File: config.mk
export PLATFORM = sky130hd
export DESIGN_NAME = alu
export DESIGN_NICKNAME = d
export VERILOG_FILES = /design/src/hw/cpuPkg.sv /design/src/hw/alu.sv
export SDC_FILE = /design/constraint.sdc
export NUM_CORES = 1
export LEC_CHECK = 0
export ABC_AREA = 1
export BUFFER_PORTS_ARGS = -buffer_cell sky130_fd_sc_hd__buf_2
export CAP_MARGIN = 20
export CORE_MARGIN = 3
export CORE_UTILIZATION = 36
export DETAILED_ROUTE_END_ITERATION = 8
export PLACE_DENSITY = 0.5
export SLEW_MARGIN = 20
export SYNTH_ARGS = -nofsm -noshare
export SYNTH_HDL_FRONTEND = slang
export SYNTH_SLANG_ARGS = --single-unit
File: constraint.sdc
create_clock -name vclk -period 2.85
set_input_delay 0.1425 -clock vclk [all_inputs]
set_output_delay 0.1425 -clock vclk [all_outputs]
set_load 0.01 [all_outputs]
File: src/hw/cpuPkg.sv
`default_nettype none

package cpuPkg;

	////////////////////
	// widths
	localparam int xlen = 32;
	localparam int pcWidth = 12;
	localparam int dataAddrWidth = 12;
	localparam int regAddrWidth = 5;
	localparam logic [regAddrWidth-1:0] linkReg = 5'd31;  // jal destination

	////////////////////
	// opcodes, bits 31..27
	localparam logic [4:0] opRType = 5'b00000;
	localparam logic [4:0] opJ     = 5'b00001;
	localparam logic [4:0] opBne   = 5'b00010;
	localparam logic [4:0] opJal   = 5'b00011;
	localparam logic [4:0] opJr    = 5'b00100;
	localparam logic [4:0] opAddi  = 5'b00101;
	localparam logic [4:0] opBlt   = 5'b00110;
	localparam logic [4:0] opSw    = 5'b00111;
	localparam logic [4:0] opLw    = 5'b01000;

	// alu op field of r-type
	localparam logic [4:0] aluAdd = 5'b00000;
	localparam logic [4:0] aluSub = 5'b00001;
	localparam logic [4:0] aluAnd = 5'b00010;
	localparam logic [4:0] aluOr  = 5'b00011;
	localparam logic [4:0] aluSll = 5'b00100;
	localparam logic [4:0] aluSra = 5'b00101;

	// operand source in execute
	localparam logic [1:0] bypassRf = 2'd0;
	localparam logic [1:0] bypassM  = 2'd1;
	localparam logic [1:0] bypassW  = 2'd2;

	////////////////////
	// instruction word
	typedef struct packed {
		logic [4:0] opcode;
		logic [regAddrWidth-1:0] rd;
		logic [regAddrWidth-1:0] rs;
		logic [regAddrWidth-1:0] rt;
		logic [4:0] shamt;
		logic [4:0] aluOp;
		logic [1:0] pad;
	} rFields;

	typedef struct packed {
		logic [4:0] opcode;
		logic [regAddrWidth-1:0] rd;
		logic [regAddrWidth-1:0] rs;
		logic [16:0] imm;  // signed
	} iFields;

	typedef union packed {
		rFields r;
		iFields i;
	} instrWord;  // jump target is raw bits 26..0

	typedef struct packed {
		logic regWe;
		logic memWe;
		logic memToReg;
		logic aluSrcImm;
		logic isBne;
		logic isBlt;
		logic isJ;
		logic isJal;
		logic isJr;
		logic [4:0] aluOp;
		logic readBFromRd;  // sw data comes from rd
	} ctrlSignals;

	////////////////////
	// pipeline registers
	typedef struct packed {
		logic [pcWidth-1:0] pc;
		instrWord instr;
		logic valid;
	} fdStage;

	typedef struct packed {
		ctrlSignals ctrl;
		logic [pcWidth-1:0] pc;
		logic [xlen-1:0] opA;
		logic [xlen-1:0] opB;
		logic [xlen-1:0] imm;
		logic [pcWidth-1:0] target;
		logic [4:0] shamt;
		logic [regAddrWidth-1:0] writeReg;
		logic [regAddrWidth-1:0] srcA;
		logic [regAddrWidth-1:0] srcB;
		logic valid;
	} dxStage;

	typedef struct packed {
		ctrlSignals ctrl;
		logic [xlen-1:0] aluResult;
		logic [xlen-1:0] storeData;
		logic [regAddrWidth-1:0] writeReg;
		logic [regAddrWidth-1:0] srcB;
		logic valid;
	} xmStage;

	typedef struct packed {
		logic regWe;
		logic memToReg;
		logic [xlen-1:0] aluResult;  // PC+1 for jal
		logic [xlen-1:0] loadData;
		logic [regAddrWidth-1:0] writeReg;
		logic valid;
	} mwStage;

	////////////////////
	// observation and hazard records
	typedef struct packed {
		logic valid;
		logic [regAddrWidth-1:0] regIdx;
		logic [xlen-1:0] data;
	} wbEvent;

	typedef struct packed {
		logic valid;
		logic [dataAddrWidth-1:0] addr;
		logic [xlen-1:0] data;
	} storeEvent;

	typedef struct packed {
		logic [1:0] aSel;
		logic [1:0] bSel;
		logic storeFromW;
	} bypassSel;

endpackage

`default_nettype wire

File: src/hw/alu.sv
`timescale 1ns/1ps
`default_nettype none

module alu (
	input wire [cpuPkg::xlen-1:0] opA,
	input wire [cpuPkg::xlen-1:0] opB,
	input wire [4:0] aluOp,
	input wire [4:0] shamt,
	output logic [cpuPkg::xlen-1:0] result,
	output logic notEqual,
	output logic lessThan
);

	always_comb begin
		case (aluOp)
			cpuPkg::aluAdd: result = opA + opB;
			cpuPkg::aluSub: result = opA - opB;
			cpuPkg::aluAnd: result = opA & opB;
			cpuPkg::aluOr: result = opA | opB;
			cpuPkg::aluSll: result = opA << shamt;
			cpuPkg::aluSra: result = $signed(opA) >>> shamt;  // sign fill
			default: result = opA + opB;
		endcase
	end

	// branch flags, signed compare
	assign notEqual = opA != opB;
	assign lessThan = $signed(opA) < $signed(opB);

endmodule

`default_nettype wire

==> flow_summary.ini <==
[setup_path]
worstPathRequired_ps = 2710
worst-setup-path-type = primary input to output pin
cp-end-kind = output pin
worstSetupStartpointType = primary input
crit_chain = buf_2 > inv_1 > ha_1 > nand2_2 > nor2_2 > inv_1 > nor2_1 > nand4_1 > nand3b_1 > xor2_1 > nand2_1 > nand3_1 > buf_2
crit_fanout = 8
arrival_ps = 2460
max_stage_delay_ps = 490
slowest_stage = ha_1

[route]
routedWlPerCell_um = 19.4
wl_um = 46300
vias = 13200
drt_iter0_drc = 1779
ant_nets = 0
drc = 0
vias_per_cell = 5.54
drt_first_pass_iters = 6

[cells_and_area]
layout-drive-gt1-share_pct = 8.85
finalInstanceArea_mm2 = 0.0104
layout_commonest_cell = nand2_1
seq_cells = 0
num_antenna_cells = 0
nNetsFinal = 2220
mostFrequentLayoutCells = nand2_1 (637), nand3_1 (458), inv_1 (310), nor2_1 (131), buf_2 (108)
register_area_um2 = 0
syn_to_final_growth_pct = 7.99
clkbuf_count = 0
fin_cells = 2381

[floorplanning]
fp.dieW_um = 170
rows = 59
core_area_mm2 = 0.0262
ios = 108
fp.dieH_um = 170
die-area_mm2 = 0.0288
start_util_pct = 36.9

[sta]
setup_viol = 0
worstMarginPinSlew_ps = 748
final.period_utilization_pct = 91.3
maxSlewViolCount = 0
relSlewSlack_pct = 50.1
min_period_ps = 2600
max_freq_mhz = 384
whs_ps = 891
rsz0062_at_grt = false
hold_viol_final = 0
setup_tns_ps = 0

[clock_tree]
post_cts_buffers = 0

[global_routing]
grt_antenna_before_repair = 0
grt_pass1_wl_um = 68600
grt.overflow.total = 0
grt_pass1_vias = 11500
grt.total_usage_pct = 30.7
grt_max_degree = 63

[placed_design]
port-buffer-count = 108
place_area_mm2 = 0.0104
place_inst = 2381
hpwl_um = 39200
gp_congestion = 1.02

[power_and_ir_drop]
p_leak_nw = 6.13
p_per_area_mw_per_mm2 = 203
vdd_drop_max_mv = 0.0902

[status]
status = complete, no violations

[yosys]
syn_area_mm2 = 0.00966
avgSynthCellArea_um2 = 4.83
netlist_instances = 1999
synth-seq-area-share_pct = 0
syn-num-nets = 2171
yosys_warnings = 0
ys_types = 42

[min_path]
hold_path.class = primary input to output pin

[flow_run]
maxCapViolations = 0
## report_power, final
group | switching, mW | internal, mW
clock | 0 | 0
combinational | 1.47 | 0.653
sequential | 0 | 0
## stage by stage
stage	setup WS [ps]	utilization [%]	total power, mW
after floorplan	1040	-	1.37
after CTS	180	39.8	2.08
final	248	39.8	2.12
after global routing	71.7	39.8	2.34
after detailed placement	210	39.8	2.07
after global placement	146	39.8	2.06
## worst paths after layout
| path | from | to | slack, ps | cells after the start |
|---|---|---|---|---|
| worst min-delay path | opB[31] | result[31] | 890 | 7 |
| worst max-delay path | opA[16] | result[17] | 250 | 13 |
## critical path, delay by kind of cell
kind / cells / cell delay (ps)
and+or+nand+nor: 7 / 1240
buffers and inverters: 4 / 410
adders and majority gates: 1 / 490
xor gates and xnor gates: 1 / 160
## cells in the mapped netlist (2+ instances only)
cell	number	share of area, %
nand2_1	637	25
nand3_1	458	24
inv_1	310	12
nor2_1	132	5.1
ha_1	96	12
a21oi_1	84	4.4
buf_2	54	2.8
o21ai_0	28	1.5
o22ai_1	19	1.2
nand4_1	15	0.97
buf_1	14	0.54
clkbuf_1	14	0.54
inv_2	13	0.51
o21ai_1	12	0.62
xor2_1	12	1.1
and2_1	11	0.71
nor3_1	11	0.57
nand2_2	10	0.65
nand3b_1	10	0.78
o21bai_1	9	0.70
buf_4	6	0.47
nor2_2	5	0.32
o211ai_1	5	0.39
a211oi_1	4	0.31
nand3_2	3	0.31
o2111ai_1	3	0.27
o221ai_1	3	0.27
buf_6	2	0.23
clkbuf_2	2	0.10
clkinv_1	2	0.078
fa_1	2	0.41
nor2_4	2	0.23
nor3_2	2	0.21
## cell type report
class | count | area (um^2)
Tap cell | 335 | 419
Inverter | 326 | 1230
Fill cell | 3113 | 15800
Multi-Input combinational cell | 1580 | 7970
Timing Repair Buffer | 140 | 818
## layer usage
metal,vias up,track usage [%],share of wire (%)
li1,6498,-,-
met1,5899,43.7,45
met2,729,49.9,44
met3,57,1.65,8.1
met4,0,9.14,3.7
met5,-,0,0
## logic make-up after synthesis
kind of cell	after synthesis	share of synthesized area (%)
simple gates	1300	58.7
xor+xnor	12	1.09
buf+inv	419	17.5
compound gates	170	9.85
fa+ha+maj	98	12.8
## timing repair
item                       CTS  global route
hold buffers                 0             0
gates resized for setup      0             1
setup endpoints to repair    0             1
(Power assumes the default switching activity.)
