===== config.mk =====
export PLATFORM = sky130hd
export DESIGN_NAME = pipeControl
export DESIGN_NICKNAME = d
export VERILOG_FILES = /design/src/hw/cpuPkg.sv /design/src/hw/pipeControl.sv
export SDC_FILE = /design/constraint.sdc
export NUM_CORES = 1
export LEC_CHECK = 0
export BUFFER_PORTS_ARGS = -buffer_cell sky130_fd_sc_hd__clkbuf_2
export CAP_MARGIN = 5
export CORE_AREA = 2 2 104 106
export DETAILED_ROUTE_END_ITERATION = 8
export DIE_AREA = 0 0 106 108
export GPL_ROUTABILITY_DRIVEN = 1
export PLACE_DENSITY = 0.39
export SYNTH_ARGS = -nofsm -noshare
export SYNTH_HDL_FRONTEND = slang
export SYNTH_SLANG_ARGS = --single-unit

===== constraint.sdc =====
create_clock -name vclk -period 1.55
set_input_delay 0.0775 -clock vclk [all_inputs]
set_output_delay 0.0775 -clock vclk [all_outputs]
set_load 0.01 [all_outputs]

===== src/hw/cpuPkg.sv =====
`default_nettype none

package cpuPkg;

	////////////////////
	// widths
	localparam int xlen = 32;
	localparam int pcWidth = 12;
	localparam int dataAddrWidth = 12;
	localparam int regAddrWidth = 5;
	localparam logic [regAddrWidth-1:0] linkReg = 5'd31;  // jal destination

	////////////////////
	// opcodes, bits 31..27
	localparam logic [4:0] opRType = 5'b00000;
	localparam logic [4:0] opJ     = 5'b00001;
	localparam logic [4:0] opBne   = 5'b00010;
	localparam logic [4:0] opJal   = 5'b00011;
	localparam logic [4:0] opJr    = 5'b00100;
	localparam logic [4:0] opAddi  = 5'b00101;
	localparam logic [4:0] opBlt   = 5'b00110;
	localparam logic [4:0] opSw    = 5'b00111;
	localparam logic [4:0] opLw    = 5'b01000;

	// alu op field of r-type
	localparam logic [4:0] aluAdd = 5'b00000;
	localparam logic [4:0] aluSub = 5'b00001;
	localparam logic [4:0] aluAnd = 5'b00010;
	localparam logic [4:0] aluOr  = 5'b00011;
	localparam logic [4:0] aluSll = 5'b00100;
	localparam logic [4:0] aluSra = 5'b00101;

	// operand source in execute
	localparam logic [1:0] bypassRf = 2'd0;
	localparam logic [1:0] bypassM  = 2'd1;
	localparam logic [1:0] bypassW  = 2'd2;

	////////////////////
	// instruction word
	typedef struct packed {
		logic [4:0] opcode;
		logic [regAddrWidth-1:0] rd;
		logic [regAddrWidth-1:0] rs;
		logic [regAddrWidth-1:0] rt;
		logic [4:0] shamt;
		logic [4:0] aluOp;
		logic [1:0] pad;
	} rFields;

	typedef struct packed {
		logic [4:0] opcode;
		logic [regAddrWidth-1:0] rd;
		logic [regAddrWidth-1:0] rs;
		logic [16:0] imm;  // signed
	} iFields;

	typedef union packed {
		rFields r;
		iFields i;
	} instrWord;  // jump target is raw bits 26..0

	typedef struct packed {
		logic regWe;
		logic memWe;
		logic memToReg;
		logic aluSrcImm;
		logic isBne;
		logic isBlt;
		logic isJ;
		logic isJal;
		logic isJr;
		logic [4:0] aluOp;
		logic readBFromRd;  // sw data comes from rd
	} ctrlSignals;

	////////////////////
	// pipeline registers
	typedef struct packed {
		logic [pcWidth-1:0] pc;
		instrWord instr;
		logic valid;
	} fdStage;

	typedef struct packed {
		ctrlSignals ctrl;
		logic [pcWidth-1:0] pc;
		logic [xlen-1:0] opA;
		logic [xlen-1:0] opB;
		logic [xlen-1:0] imm;
		logic [pcWidth-1:0] target;
		logic [4:0] shamt;
		logic [regAddrWidth-1:0] writeReg;
		logic [regAddrWidth-1:0] srcA;
		logic [regAddrWidth-1:0] srcB;
		logic valid;
	} dxStage;

	typedef struct packed {
		ctrlSignals ctrl;
		logic [xlen-1:0] aluResult;
		logic [xlen-1:0] storeData;
		logic [regAddrWidth-1:0] writeReg;
		logic [regAddrWidth-1:0] srcB;
		logic valid;
	} xmStage;

	typedef struct packed {
		logic regWe;
		logic memToReg;
		logic [xlen-1:0] aluResult;  // PC+1 for jal
		logic [xlen-1:0] loadData;
		logic [regAddrWidth-1:0] writeReg;
		logic valid;
	} mwStage;

	////////////////////
	// observation and hazard records
	typedef struct packed {
		logic valid;
		logic [regAddrWidth-1:0] regIdx;
		logic [xlen-1:0] data;
	} wbEvent;

	typedef struct packed {
		logic valid;
		logic [dataAddrWidth-1:0] addr;
		logic [xlen-1:0] data;
	} storeEvent;

	typedef struct packed {
		logic [1:0] aSel;
		logic [1:0] bSel;
		logic storeFromW;
	} bypassSel;

endpackage

`default_nettype wire


===== src/hw/pipeControl.sv =====
`timescale 1ns/1ps
`default_nettype none

module pipeControl (
	input wire [cpuPkg::regAddrWidth-1:0] rA,
	input wire [cpuPkg::regAddrWidth-1:0] rB,
	input wire usesB,
	input wire cpuPkg::dxStage dx,
	input wire cpuPkg::xmStage xm,
	input wire [cpuPkg::regAddrWidth-1:0] mwReg,
	input wire mwWe,
	input wire redirect,
	output logic stall,
	output logic flush,
	output cpuPkg::bypassSel bypass
);

	logic loadUse;
	logic mWrites;
	logic wWrites;

	// closest producer wins, r0 never forwards
	function automatic logic [1:0] pickSource(
		input logic [cpuPkg::regAddrWidth-1:0] src,
		input logic [cpuPkg::regAddrWidth-1:0] mReg,
		input logic mHit,
		input logic [cpuPkg::regAddrWidth-1:0] wReg,
		input logic wHit
	);
		if (src == '0) return cpuPkg::bypassRf;
		if (mHit && mReg == src) return cpuPkg::bypassM;
		if (wHit && wReg == src) return cpuPkg::bypassW;
		return cpuPkg::bypassRf;
	endfunction

	assign mWrites = xm.valid && xm.ctrl.regWe && xm.writeReg != '0;
	assign wWrites = mwWe && mwReg != '0;

	////////////////////
	// load-use, sw data is left to the WM path
	assign loadUse = dx.valid && dx.ctrl.memToReg && dx.writeReg != '0 &&
		(dx.writeReg == rA || (usesB && dx.writeReg == rB));
	assign stall = loadUse && !redirect;  // redirect kills the waiting instruction anyway
	assign flush = redirect;

	////////////////////
	// bypass selects
	assign bypass.aSel = pickSource(dx.srcA, xm.writeReg, mWrites, mwReg, wWrites);
	assign bypass.bSel = pickSource(dx.srcB, xm.writeReg, mWrites, mwReg, wWrites);
	assign bypass.storeFromW = xm.valid && xm.ctrl.memWe && wWrites && mwReg == xm.srcB;

endmodule

`default_nettype wire


==> results by group <==
Setup path
  • Kind of start point of the critical path: input pin
  • CP endpoint kind: output pin
  • Master of the slowest instance on the critical path: or4_1
  • Maximum fanout along the worst path: 2
  • Worst path arrival time: between 1 and 1.5 ns
  • Cell repeated most along the worst path: nor4_2
  • Total buffers and inverters traversed by the critical path: 2
  • Series of cell instances along the critical path: clkbuf_2, or4_1, o211ai_2, nor4_2, nor4_2, buf_2
  • Delay-heaviest family, CP: simple AND/OR/NAND/NOR gates
  • Startpoint-to-endpoint class of the critical path: input pin to output pin
  • Worst stage delay on the critical path: roughly 0.53 ns
  • Required arrival time at the worst endpoint: about 1.5 ns

Yosys
  • Multiplexer share of the synthesized area: 0%
  • Synth top area share: about a third
  • Fraction of the yosys area taken by sequential cells: 0%
  • Netlist area before placement: roughly 480 um^2
  • Synth cell count leaders: xnor2_1, xor2_1, nand3_1
  • Warnings, synthesis: 0
  • Adder-cell area share of the yosys netlist: 0%
  • Compound-gate portion of the synthesized area: 8.269%
  • Leading post-synthesis cells by cell area: xnor2_1, xor2_1, nand3_1
  • Dominant cell by count in the synthesized netlist: xnor2_1
  • Syn avg cell area: roughly 7.4 um^2
  • Count of different cell masters after synthesis: 15
  • Share of the synthesized netlist area taken by xor and xnor gates: 59.69%
  • Instance count of the mapped netlist: 65
  • Net count after synthesis: about 330
  • Synth Area in Simple Gates: 30.49%
  • Dominant cell type by area after synthesis: xnor2_1
  • Combinational family with the most area after synthesis: XOR/XNOR gates

Power
  • Internal Dissipation: 0.0001142 W
  • VDD IR max: a little over 0.05 mV
  • Switching fraction of total power: 45.65%
  • PwrDens: 215.5 mW/mm^2
  • Combinational share of power: 100.0%
  • LEAKAGE: a little under 0.4 nW
  • Reported net switching power: 0.00009589 W
  • Sequential Power Share: 0%
  • Total power of the final layout: about 0.00021 W
  • Clock share of power: 0%

Routing
  • Antenna Nets Post-Route: 0
  • WL/cell: around 8.5 um
  • DRT Wirelength: around 2.2 mm
  • Vias post-DR: between 600 and 700
  • Ratio of routed vias to standard cells: between 2 and 3
  • First-pass iteration count of the detailed router: 2
  • Number of DRC violations after detailed routing: 0
  • Initial DRC count: 27

Global routing
  • First-pass GRT wire length: between 3 and 4 mm
  • Number of antenna violations at the first check in global routing: 0
  • Maximum number of pins on one net before global-route repair: 6
  • Via count of the first global-routing pass: slightly above 700
  • GRT Resource Usage Total: 3.625%
  • Total overflow reported by the global router: 0

Timing
  • Maximum achievable frequency: between 0.6 and 0.7 GHz
  • Final hold violations: 0
  • RSZ-0062 raised after global routing: true
  • Slew Limit Fails: 0
  • Rel. slew slack: around 71%
  • Clock period minus worst slack: ~1.5 ns
  • Final hold slack: between 0.3 and 0.4 ns
  • Worst slew pin tran: roughly 0.44 ns
  • Fraction of the cycle the final worst path needs: 93.90%
  • Final Setup Violations: 0
  • Setup TNS: 0 ns

CTS
  • Hold buffers post-CTS: 0
  • Post-cts sizing count: 0
  • Buffers inserted by post-CTS timing repair: 0

Layout
  • Sequential cell count: 0
  • Total of clock buffers placed in the layout: 0
  • Sequential cell area: 0 um^2
  • Diode insertion count for antenna repair: 0
  • Core Util, Final: 9.527%
  • Net total in the final layout: 392
  • Proportion of layout cells with a drive suffix above 1: approximately half
  • Area growth syn-to-layout: 101.3%

Placement
  • Final weighted congestion of routability-driven global placement: 0.7383
  • Number of buffers added on ports: 55
  • DP Wirelength: around 2.1 mm

Die
  • Total number of placement rows: 37
  • Die outline height: 108 um
  • I/O pin cnt: 271
  • Die area: ~0.011 mm^2
  • Chip width: 106 um
  • Initial Util: about 4.7%
  • Core box area: 0.01023 mm^2

Worst hold path
  • Hold crit path type: input pin to output pin

Status
  • Run status: complete, no violations

Run
  • Count of max-cap constraint violations: 0
[kinds of logic (layout without fill, tap and decap cells)]
group | count (synthesis) | in the layout
simple gates | 25 | 25
buf+inv | 1 | 62
xor+xnor | 33 | 33
compound gates | 6 | 6
[metal layers]
metal  wire (um)  share of wire, %  vias to the layer above  global-route usage [%]
met5           0                 0                        -                       0
li1            -                 -                      357                       -
met2        1124                50                       25                   6.636
met4           0                 0                        0                       0
met3         112               5.0                        0                  0.1206
met1        1002                45                      302                   5.051
[power groups by stage]
stage | clock (W) | combinational, W | sequential (W)
3_3_place_gp | 0 | 0.000214 | 0
2_1_floorplan | 0 | 0.0000914 | 0
6_report | 0 | 0.000210 | 0
4_1_cts | 0 | 0.000215 | 0
5_1_grt | 0 | 0.000236 | 0
3_5_place_dp | 0 | 0.000214 | 0
[stage by stage]
stage / cells / cell area (um^2) / worst slack (ns)
after floorplan: 65 / 484.2 / 0.2457
after global placement: 262 / 974.7 / 0.03683
after detailed placement: 262 / 974.7 / 0.06165
after CTS: 262 / 974.7 / 0.05556
after global routing: 262 / 974.7 / -0.01643
final: 262 / 974.7 / 0.09454
[cell usage in the layout, fill, tap and decap left out]
cell	n
nand4_1	2
clkbuf_2	53
o211ai_2	1
xnor2_1	19
nand3_1	6
nor4_2	2
nand2_1	3
a21oi_1	2
nor2_1	2
nor4_1	3
xor2_1	14
buf_2	2
or4_1	3
buf_4	7
nor3_1	4
o21ai_0	2
a211oi_1	1
[path summary, 6_finish.rpt]
check / to / slack (ns) / cells past startpoint / start
setup / recovery: bypass[4] / 0.09 / 6 / xm[7]
hold / removal: flush / 0.38 / 2 / redirect
[cell type report]
class                           instances  area [um^2]
Fill cell                            1195         9256
Multi-Input combinational cell         64        476.7
Timing Repair Buffer                   62        327.8
Tap cell                              136        170.2
(Power assumes the default switching activity.)
