<file path="src/hw/cpuPkg.sv">
`default_nettype none

package cpuPkg;

	////////////////////
	// widths
	localparam int xlen = 32;
	localparam int pcWidth = 12;
	localparam int dataAddrWidth = 12;
	localparam int regAddrWidth = 5;
	localparam logic [regAddrWidth-1:0] linkReg = 5'd31;  // jal destination

	////////////////////
	// opcodes, bits 31..27
	localparam logic [4:0] opRType = 5'b00000;
	localparam logic [4:0] opJ     = 5'b00001;
	localparam logic [4:0] opBne   = 5'b00010;
	localparam logic [4:0] opJal   = 5'b00011;
	localparam logic [4:0] opJr    = 5'b00100;
	localparam logic [4:0] opAddi  = 5'b00101;
	localparam logic [4:0] opBlt   = 5'b00110;
	localparam logic [4:0] opSw    = 5'b00111;
	localparam logic [4:0] opLw    = 5'b01000;

	// alu op field of r-type
	localparam logic [4:0] aluAdd = 5'b00000;
	localparam logic [4:0] aluSub = 5'b00001;
	localparam logic [4:0] aluAnd = 5'b00010;
	localparam logic [4:0] aluOr  = 5'b00011;
	localparam logic [4:0] aluSll = 5'b00100;
	localparam logic [4:0] aluSra = 5'b00101;

	// operand source in execute
	localparam logic [1:0] bypassRf = 2'd0;
	localparam logic [1:0] bypassM  = 2'd1;
	localparam logic [1:0] bypassW  = 2'd2;

	////////////////////
	// instruction word
	typedef struct packed {
		logic [4:0] opcode;
		logic [regAddrWidth-1:0] rd;
		logic [regAddrWidth-1:0] rs;
		logic [regAddrWidth-1:0] rt;
		logic [4:0] shamt;
		logic [4:0] aluOp;
		logic [1:0] pad;
	} rFields;

	typedef struct packed {
		logic [4:0] opcode;
		logic [regAddrWidth-1:0] rd;
		logic [regAddrWidth-1:0] rs;
		logic [16:0] imm;  // signed
	} iFields;

	typedef union packed {
		rFields r;
		iFields i;
	} instrWord;  // jump target is raw bits 26..0

	typedef struct packed {
		logic regWe;
		logic memWe;
		logic memToReg;
		logic aluSrcImm;
		logic isBne;
		logic isBlt;
		logic isJ;
		logic isJal;
		logic isJr;
		logic [4:0] aluOp;
		logic readBFromRd;  // sw data comes from rd
	} ctrlSignals;

	////////////////////
	// pipeline registers
	typedef struct packed {
		logic [pcWidth-1:0] pc;
		instrWord instr;
		logic valid;
	} fdStage;

	typedef struct packed {
		ctrlSignals ctrl;
		logic [pcWidth-1:0] pc;
		logic [xlen-1:0] opA;
		logic [xlen-1:0] opB;
		logic [xlen-1:0] imm;
		logic [pcWidth-1:0] target;
		logic [4:0] shamt;
		logic [regAddrWidth-1:0] writeReg;
		logic [regAddrWidth-1:0] srcA;
		logic [regAddrWidth-1:0] srcB;
		logic valid;
	} dxStage;

	typedef struct packed {
		ctrlSignals ctrl;
		logic [xlen-1:0] aluResult;
		logic [xlen-1:0] storeData;
		logic [regAddrWidth-1:0] writeReg;
		logic [regAddrWidth-1:0] srcB;
		logic valid;
	} xmStage;

	typedef struct packed {
		logic regWe;
		logic memToReg;
		logic [xlen-1:0] aluResult;  // PC+1 for jal
		logic [xlen-1:0] loadData;
		logic [regAddrWidth-1:0] writeReg;
		logic valid;
	} mwStage;

	////////////////////
	// observation and hazard records
	typedef struct packed {
		logic valid;
		logic [regAddrWidth-1:0] regIdx;
		logic [xlen-1:0] data;
	} wbEvent;

	typedef struct packed {
		logic valid;
		logic [dataAddrWidth-1:0] addr;
		logic [xlen-1:0] data;
	} storeEvent;

	typedef struct packed {
		logic [1:0] aSel;
		logic [1:0] bSel;
		logic storeFromW;
	} bypassSel;

endpackage

`default_nettype wire

</file>
<file path="src/hw/control.sv">
`timescale 1ns/1ps
`default_nettype none

module control (
	input wire cpuPkg::instrWord instr,
	output cpuPkg::ctrlSignals ctrl,
	output logic [cpuPkg::regAddrWidth-1:0] rA,
	output logic [cpuPkg::regAddrWidth-1:0] rB,
	output logic [cpuPkg::regAddrWidth-1:0] writeReg,
	output logic [cpuPkg::xlen-1:0] immediate
);

	logic isBranch;

	always_comb begin
		ctrl = '0;  // unknown opcodes decode as a bubble
		case (instr.r.opcode)
			cpuPkg::opRType: begin
				ctrl.regWe = 1'b1;
				ctrl.aluOp = instr.r.aluOp;
			end
			cpuPkg::opAddi: begin
				ctrl.regWe = 1'b1;
				ctrl.aluSrcImm = 1'b1;
			end
			cpuPkg::opLw: begin
				ctrl.regWe = 1'b1;
				ctrl.memToReg = 1'b1;
				ctrl.aluSrcImm = 1'b1;
			end
			cpuPkg::opSw: begin
				ctrl.memWe = 1'b1;
				ctrl.aluSrcImm = 1'b1;
				ctrl.readBFromRd = 1'b1;
			end
			cpuPkg::opBne: begin
				ctrl.isBne = 1'b1;
				ctrl.aluOp = cpuPkg::aluSub;
			end
			cpuPkg::opBlt: begin
				ctrl.isBlt = 1'b1;
				ctrl.aluOp = cpuPkg::aluSub;
			end
			cpuPkg::opJ: ctrl.isJ = 1'b1;
			cpuPkg::opJal: begin
				ctrl.isJal = 1'b1;
				ctrl.regWe = 1'b1;
			end
			cpuPkg::opJr: ctrl.isJr = 1'b1;
			default: ctrl = '0;
		endcase
	end

	assign isBranch = ctrl.isBne | ctrl.isBlt;

	// branches compare rd against rs, jr jumps to rd
	assign rA = (isBranch || ctrl.isJr) ? instr.r.rd :
		(ctrl.isJ || ctrl.isJal) ? '0 : instr.r.rs;  // r0 keeps jumps out of hazards
	assign rB = ctrl.readBFromRd ? instr.r.rd : isBranch ? instr.r.rs : instr.r.rt;
	assign writeReg = ctrl.isJal ? cpuPkg::linkReg : instr.r.rd;
	assign immediate = {{(cpuPkg::xlen-17){instr.i.imm[16]}}, instr.i.imm};

endmodule

`default_nettype wire

</file>
<file path="config.mk">
export PLATFORM = sky130hd
export DESIGN_NAME = control
export DESIGN_NICKNAME = d
export VERILOG_FILES = /design/src/hw/cpuPkg.sv /design/src/hw/control.sv
export SDC_FILE = /design/constraint.sdc
export NUM_CORES = 1
export LEC_CHECK = 0
export BUFFER_PORTS_ARGS = -buffer_cell sky130_fd_sc_hd__buf_2
export CORE_MARGIN = 2
export CORE_UTILIZATION = 33
export DETAILED_ROUTE_END_ITERATION = 12
export PLACE_DENSITY = 0.93
export RECOVER_POWER = 100
export SLEW_MARGIN = 15
export SYNTH_ARGS = -nofsm -noshare
export SYNTH_HDL_FRONTEND = slang
export SYNTH_SLANG_ARGS = --single-unit
</file>
<file path="constraint.sdc">
create_clock -name vclk -period 1.3
set_clock_uncertainty 0.1 [all_clocks]
set_input_delay 0.065 -clock vclk [all_inputs]
set_output_delay 0.065 -clock vclk [all_outputs]
set_load 0.05 [all_outputs]
</file>
==> results.tsv, run 1 <==
stage	metric	value	unit
detailed_routing	Via density	4.66	
status	violated checks	negative setup slack	
timing	RSZ-0062 raised after global routing	yes	
finish	num sequential	0	
global_route	total grt overflow	0	
power_and_ir_drop	Pwr Density	499	nW/um2
setup_path	crit path capture	ctrl[4]	
timing	Slew headroom	59.8	%
synth	Synth Area per Inst	6.99	um2
place	dpl ws	-0.185	ns
detailed_routing	remaining antenna violation count	0	
power_and_ir_drop	Max VDD drop	0.312	mV
min_path	hold path startpoint	instr[11]	
finish	share of layout cells above drive strength 1	71.3	%
synth	Synthesis Warnings	0	
floorplan	Die ar.	2480	um2
setup_path	startpoint types	input port	
timing	f_max	0.767	GHz
floorplan	Initial Utilization	35.3	%
place	input/output buffers	80	
setup_path	Required @ worst endpoint	1.13	ns
setup_path	critical path class	in -> out	
timing	Slew Limit Fails	0	
setup_path	CP endpoint kind	output pin	
synth	count of cell types in the netlist	23	
min_path	Hold Path Class	in -> out	
finish	nets	194	
detailed_routing	first-pass iteration count of the detailed router	4	
finish	clock buf count	0	
global_route	initial antenna violation count	0	
detailed_routing	vias post-DR	871	
timing	clock period minus final worst setup slack	1.30	ns
finish	Antenna Cells	0	
finish	area grow syn2layout	98.4	%
floorplan	Core Region	1960	um2
global_route	maximum number of pins on one net before global-route repair	18	
finish	cell area after layout	1370	um2
power_and_ir_drop	Leakage	0.637	nW
setup_path	Crit Path Max Fanout	6	
timing	fin crit share	100	%
detailed_routing	DRT iter0 DRCs	2	
global_route	number of global-route vias before repair	852	
finish	leading cell type in the layout, fill and taps excluded	clkbuf_1	
timing	Final setup viols	1	
detailed_routing	drt total wl	2490	um
finish	FF/Latch Area	0	um2
global_route	global-route wire length before repair	3770	um
finish	number of fill cells	183	
timing	Worst-Margin Slew	0.606	ns
setup_path	crit path DAT	1.14	ns
timing	fin worst setup slack	-0.00446	ns
place	Area after DPL	1110	um2
synth	sequential cell area fraction in the yosys report	0	%
floorplan	io pins	94	
detailed_routing	Remaining DRCs	0	
floorplan	Die W	49.8	um
synth	Syn Nets	131	
place	GPL Wtd Cong	0.705	
floorplan	std cell rows	16	
flow_run	Maximum Capacitance Violations	0	
detailed_routing	drt wl/cell	13.3	um
timing	Final Hold Fails	0	
synth	Netlist Area Pre-Place	692	um2
status	status	complete, but fails checks	
place	Final HPWL DP	1770	um
global_route	GRT Total Usage	19.0	%
synth	Synth Instances	99	
clock_network	hold-fix buffer count after cts	0	
setup_path	Setup crit start	instr[30]	
floorplan	die height	49.8	um
finish	most frequent cells in the layout	clkbuf_1, buf_2, buf_6	
## what timing repair did
item	in CTS	in global routing
endpoints found under the setup margin	26	22
pin swaps	9	9
gates cloned	0	0
setup buffers	1	2
resized for setup	75	15
## per-layer routing
metal  vias to the layer above  global-route usage, %  wire [um]
met2                        48                   41.3       1430
met5                         -                      0          0
met4                         0                   2.31         10
met3                         2                   3.33        257
li1                        421                      -          -
met1                       400                   18.1        790
## where the power goes
group	switching, mW	internal (mW)
Combinational	0.454	0.230
Clock	0	0
Sequential	0	0
## cell families (layout without fill, tap and decap cells)
kind of cell           Yosys count  after routing  synth area share, %
buffers and inverters           45            106                 43.9
AOI/OAI and AO/OA               10             10                 7.95
and+or+nand+nor                 29             29                 26.4
muxes                           15             15                 21.7
## area by class of cell
type	instances	area, um2	share of cell area (%)
Tap cell	27	33.8	2.46
Inverter	6	25.0	1.82
Multi-Input combinational cell	54	563	41.0
Timing Repair Buffer	100	751	54.7
## Yosys cell counts, drive strengths merged (2+ instances only)
| cell | count | area share [%] |
|---|---|---|
| a21o | 2 | 2.2 |
| a21oi | 2 | 1.4 |
| and2 | 4 | 3.6 |
| buf | 37 | 40 |
| clkbuf | 2 | 1.1 |
| inv | 6 | 3.3 |
| mux2i | 15 | 22 |
| nand2 | 7 | 3.8 |
| nor2 | 6 | 3.3 |
| nor3 | 3 | 3.8 |
| o21ai | 6 | 4.3 |
| or3 | 2 | 1.8 |
| or4b | 2 | 2.9 |
## how the worst min path moves through the flow
stage | slack [ns] | to | depth (start not counted)
floorplan | 0.20 | immediate[0] | 1
global placement | 0.03 | immediate[0] | 0
detailed placement | 0.03 | immediate[0] | 0
CTS | 0.03 | immediate[0] | 0
global route | 0.03 | immediate[1] | 0
finish | 0.03 | immediate[11] | 0
## through the flow
stage | hold WS [ns] | setup TNS, ns | instances | utilization [%] | total power, mW
after floorplan | 0.197 | -5.19 | 99 | - | 0.554
after global placement | 0.0303 | -3.04 | 185 | 56.4 | 0.585
after detailed placement | 0.0303 | -3.55 | 185 | 56.4 | 0.593
after CTS | 0.0303 | -0.214 | 186 | 69.7 | 0.678
after global routing | 0.0301 | -0.628 | 187 | 70.0 | 0.713
final | 0.0300 | -0.00446 | 187 | 70.0 | 0.685
## worst max-delay path: stages
cell    delay (ns)
buf_12        0.11
or3_4         0.40
nor3_4        0.22
and2_4        0.20
buf_8         0.14
(Power assumes the default switching activity.)
==> run 2: changes to the inputs <==
Settings changed: CELL_PAD_IN_SITES_DETAIL_PLACEMENT set to 1, CELL_PAD_IN_SITES_GLOBAL_PLACEMENT set to 1, CORE_UTILIZATION 33 to 19, PLACE_DENSITY 0.93 to 0.92.
==> results.tsv, run 2 (same netlist as run 1, synthesis figures left out) <==
stage	metric	value	unit
detailed_routing	drt wl/cell	14.2	um
finish	Antenna Cells	0	
detailed_routing	drt total wl	2920	um
finish	Post-Layout Cell Count	206	
place	Area after DPL	1130	um2
finish	final core occ	40.3	%
timing	Slew Limit Fails	0	
setup_path	Crit Path Max Fanout	5	
timing	Slew headroom	59.3	%
finish	num sequential	0	
power_and_ir_drop	Max VDD drop	0.132	mV
timing	f_max	0.751	GHz
floorplan	Initial Utilization	20.3	%
finish	nets	194	
timing	Final Hold Fails	0	
timing	RSZ-0062 raised after global routing	yes	
floorplan	std cell rows	21	
power_and_ir_drop	Net Sw Frac	66.9	%
place	GPL Wtd Cong	0.767	
setup_path	startpoint types	input port	
place	Final HPWL DP	2310	um
detailed_routing	Via density	4.21	
power_and_ir_drop	combinational share of power	100.0	%
finish	most frequent cells in the layout	clkbuf_1, buf_2, buf_6	
finish	cell area after layout	1380	um2
min_path	Hold Path Class	in -> out	
global_route	total grt overflow	0	
timing	clock period minus final worst setup slack	1.33	ns
power_and_ir_drop	Internal	0.225	mW
timing	Worst-Margin Slew	0.613	ns
detailed_routing	first-pass iteration count of the detailed router	2	
power_and_ir_drop	Clk network pwr share	0	%
status	violated checks	negative setup slack	
flow_run	Maximum Capacitance Violations	0	
floorplan	Core Region	3420	um2
place	input/output buffers	80	
detailed_routing	Remaining DRCs	0	
detailed_routing	vias post-DR	868	
global_route	GRT Total Usage	13.5	%
power_and_ir_drop	Pwr Density	493	nW/um2
setup_path	Required @ worst endpoint	1.13	ns
power_and_ir_drop	sequential share of power	0	%
power_and_ir_drop	switching power total	0.455	mW
timing	fin crit share	102	%
setup_path	CP Cell Sequence	buf_8, nor4b_4, buf_6, mux2i_2, mux2i_2, buf_6	
timing	Setup TNS	-0.121	ns
global_route	global-route wire length before repair	4520	um
finish	area grow syn2layout	99.1	%
global_route	number of global-route vias before repair	919	
setup_path	CP endpoint kind	output pin	
setup_path	slowest CP cell	nor4b_4	
finish	leading cell type in the layout, fill and taps excluded	clkbuf_1	
floorplan	Die ar.	4140	um2
floorplan	Die W	64.3	um
setup_path	WP buf/inv	3	
floorplan	io pins	94	
setup_path	family with the most delay on the worst path	buffers and inverters	
timing	fin worst setup slack	-0.0309	ns
place	placed cells	206	
setup_path	crit path DAT	1.17	ns
floorplan	die height	64.3	um
setup_path	critical path class	in -> out	
setup_path	Max stage delay on crit path	0.32	ns
power_and_ir_drop	Leakage	0.627	nW
global_route	maximum number of pins on one net before global-route repair	18	
finish	FF/Latch Area	0	um2
detailed_routing	remaining antenna violation count	0	
global_route	initial antenna violation count	0	
detailed_routing	DRT iter0 DRCs	8	
finish	share of layout cells above drive strength 1	72.5	%
finish	clock buf count	0	
status	status	complete, but fails checks	
clock_network	hold-fix buffer count after cts	0	
timing	Final setup viols	6	
## run 2: final cells by class
| class | count | area (um2) |
|---|---|---|
| inverter | 6 | 25.0 |
| timing repair buffer | 100 | 743 |
| fill | 440 | 2040 |
| multi-input combinational | 54 | 552 |
| tap | 46 | 57.6 |
## run 2: path summary, 6_finish.rpt
kind              startpoint       endpoint  slack, ns  depth (start not counted)
setup / recovery   instr[31]          rB[3]      -0.03                          6
hold / removal     instr[11]  immediate[11]       0.03                          0
## run 2: layer usage
metal  part of all wire, %  vias up  track usage (%)
li1                      -      417                -
met1                    31      405             14.1
met2                    62       46             29.7
met3                   7.5        0             1.23
met4                     0        0                0
met5                     0        -                0
## run 2: metrics by stage
stage	power, mW	hold WS, ns	setup WS (ns)
floorplan	0.554	0.197	-0.317
finish	0.680	0.0300	-0.0309
CTS	0.674	0.0304	-0.0688
global route	0.713	0.0301	-0.105
detailed placement	0.602	0.0304	-0.241
global placement	0.592	0.0304	-0.211
## run 2: power groups by stage
stage / sequential (mW) / combinational (mW) / clock [mW]
final: 0 / 0.680 / 0
after global routing: 0 / 0.713 / 0
after CTS: 0 / 0.674 / 0
after detailed placement: 0 / 0.602 / 0
after global placement: 0 / 0.592 / 0
after floorplan: 0 / 0.554 / 0
## run 2: what timing repair did
action                     in CTS  in global routing
pin swaps                       6                  5
resized for setup              65                 23
gates cloned                    0                  0
buffers inserted                1                  0
setup endpoints to repair      28                 24
==> run 3: changes to the inputs <==
--- a/config.mk
+++ b/config.mk
@@ -7,3 +7,3 @@
 export LEC_CHECK = 0
-export BUFFER_PORTS_ARGS = -buffer_cell sky130_fd_sc_hd__buf_2
+export BUFFER_PORTS_ARGS = -buffer_cell sky130_fd_sc_hd__buf_4
 export CELL_PAD_IN_SITES_DETAIL_PLACEMENT = 1
--- a/constraint.sdc
+++ b/constraint.sdc
@@ -4,2 +4,2 @@
 set_output_delay 0.065 -clock vclk [all_outputs]
-set_load 0.05 [all_outputs]
+set_load 0.02 [all_outputs]
==> results.tsv, run 3 (same netlist as run 1, synthesis figures left out) <==
stage	metric	value	unit
status	status	finished clean	
timing	Worst-Margin Slew	0.602	ns
setup_path	critical path class	in -> out	
min_path	Hold Path Class	in -> out	
global_route	GRT Total Usage	11.2	%
finish	FF/Latch Area	0	um2
detailed_routing	remaining antenna violation count	0	
finish	Antenna Cells	0	
setup_path	Required @ worst endpoint	1.13	ns
timing	fin crit share	98.4	%
setup_path	Crit Path Max Fanout	6	
global_route	maximum number of pins on one net before global-route repair	18	
min_path	Hold Path Sink	immediate[11]	
finish	most frequent cells in the layout	buf_4, clkbuf_1, mux2i_2, buf_6	
floorplan	Initial Utilization	20.3	%
timing	f_max	0.782	GHz
finish	final core occ	34.9	%
timing	Slew Limit Fails	0	
timing	Final setup viols	0	
setup_path	crit path DAT	1.11	ns
timing	Slew headroom	59.9	%
setup_path	CP endpoint kind	output pin	
floorplan	Core Region	3420	um2
finish	share of layout cells above drive strength 1	57.6	%
place	input/output buffers	80	
power_and_ir_drop	Pwr Density	361	nW/um2
global_route	total grt overflow	0	
place	dpl ws	-0.118	ns
detailed_routing	Via density	4.12	
finish	nets	192	
floorplan	Die W	64.3	um
timing	fin worst setup slack	0.0208	ns
detailed_routing	DRT iter0 DRCs	9	
detailed_routing	drt total wl	2640	um
floorplan	io pins	94	
detailed_routing	drt wl/cell	13.0	um
timing	WHS	0.0300	ns
timing	Final Hold Fails	0	
finish	area occupied by multi-input gates	457	um2
flow_run	Maximum Capacitance Violations	0	
finish	number of fill cells	442	
setup_path	startpoint types	input port	
min_path	hold path depth	0	
floorplan	std cell rows	21	
floorplan	die height	64.3	um
finish	clock buf count	0	
place	Final HPWL DP	2190	um
timing	Setup TNS	0	ns
detailed_routing	first-pass iteration count of the detailed router	2	
timing	clock period minus final worst setup slack	1.28	ns
global_route	number of global-route vias before repair	812	
timing	RSZ-0062 raised after global routing	yes	
detailed_routing	vias post-DR	841	
global_route	initial antenna violation count	0	
finish	num sequential	0	
power_and_ir_drop	Max VDD drop	0.101	mV
power_and_ir_drop	Leakage	0.611	nW
floorplan	Die ar.	4140	um2
min_path	hold path startpoint	instr[11]	
global_route	global-route wire length before repair	3830	um
place	GPL Wtd Cong	0.717	
detailed_routing	Remaining DRCs	0	
clock_network	hold-fix buffer count after cts	0	
finish	area grow syn2layout	72.3	%
finish	leading cell type in the layout, fill and taps excluded	buf_4	
==> run 3: critical path: stages <==
cell and delay [ns]:
buf_8 0.11, nor4b_4 0.27, buf_6 0.18, mux2i_2 0.23, mux2i_2 0.10, buf_4 0.17
==> run 3: worst max-delay path by stage <==
stage,start,end,slack (ns),cells after the start
after detailed placement,instr[31],rA[2],-0.12,5
final,instr[27],rB[3],0.02,6
after CTS,instr[29],ctrl[3],-0.04,5
after global placement,instr[31],rA[4],-0.10,5
after global routing,instr[30],ctrl[5],-0.04,5
after floorplan,instr[31],writeReg[0],-0.10,4
==> run 3: metrics by stage <==
stage	instance area [um2]	total power, mW	cells
2_1_floorplan	717	0.296	99
3_3_place_gp	1190	0.434	199
3_5_place_dp	1190	0.443	199
4_1_cts	1270	0.462	202
5_1_grt	1190	0.458	204
6_report	1190	0.430	204
==> run 3: metal layers <==
layer	wire [um]	vias up	global-route usage, %
met4	24	0	1.60
met5	0	-	0
met2	1420	47	22.7
met3	246	4	1.23
met1	952	380	12.6
li1	-	410	-
==> run 3: what timing repair did <==
item                                    4_1_cts  5_1_grt
setup buffers                                 3        2
pin swaps                                     8        8
gates resized for setup                      15       16
endpoints found under the setup margin       23       17
==> run 3: final cells by class <==
| cell class | count | share of cell area [%] |
|---|---|---|
| inverters | 6 | 1.89 |
| repair buffers | 98 | 55.0 |
| multi-input cells | 54 | 38.3 |
| well taps | 46 | 4.83 |
==> run 3: power breakdown <==
part / leakage, nW / internal (mW) / switching, mW / total [mW]
clock network: 0 / 0 / 0 / 0
registers: 0 / 0 / 0 / 0
logic: 0.611 / 0.190 / 0.240 / 0.430
total: 0.611 / 0.190 / 0.240 / 0.430
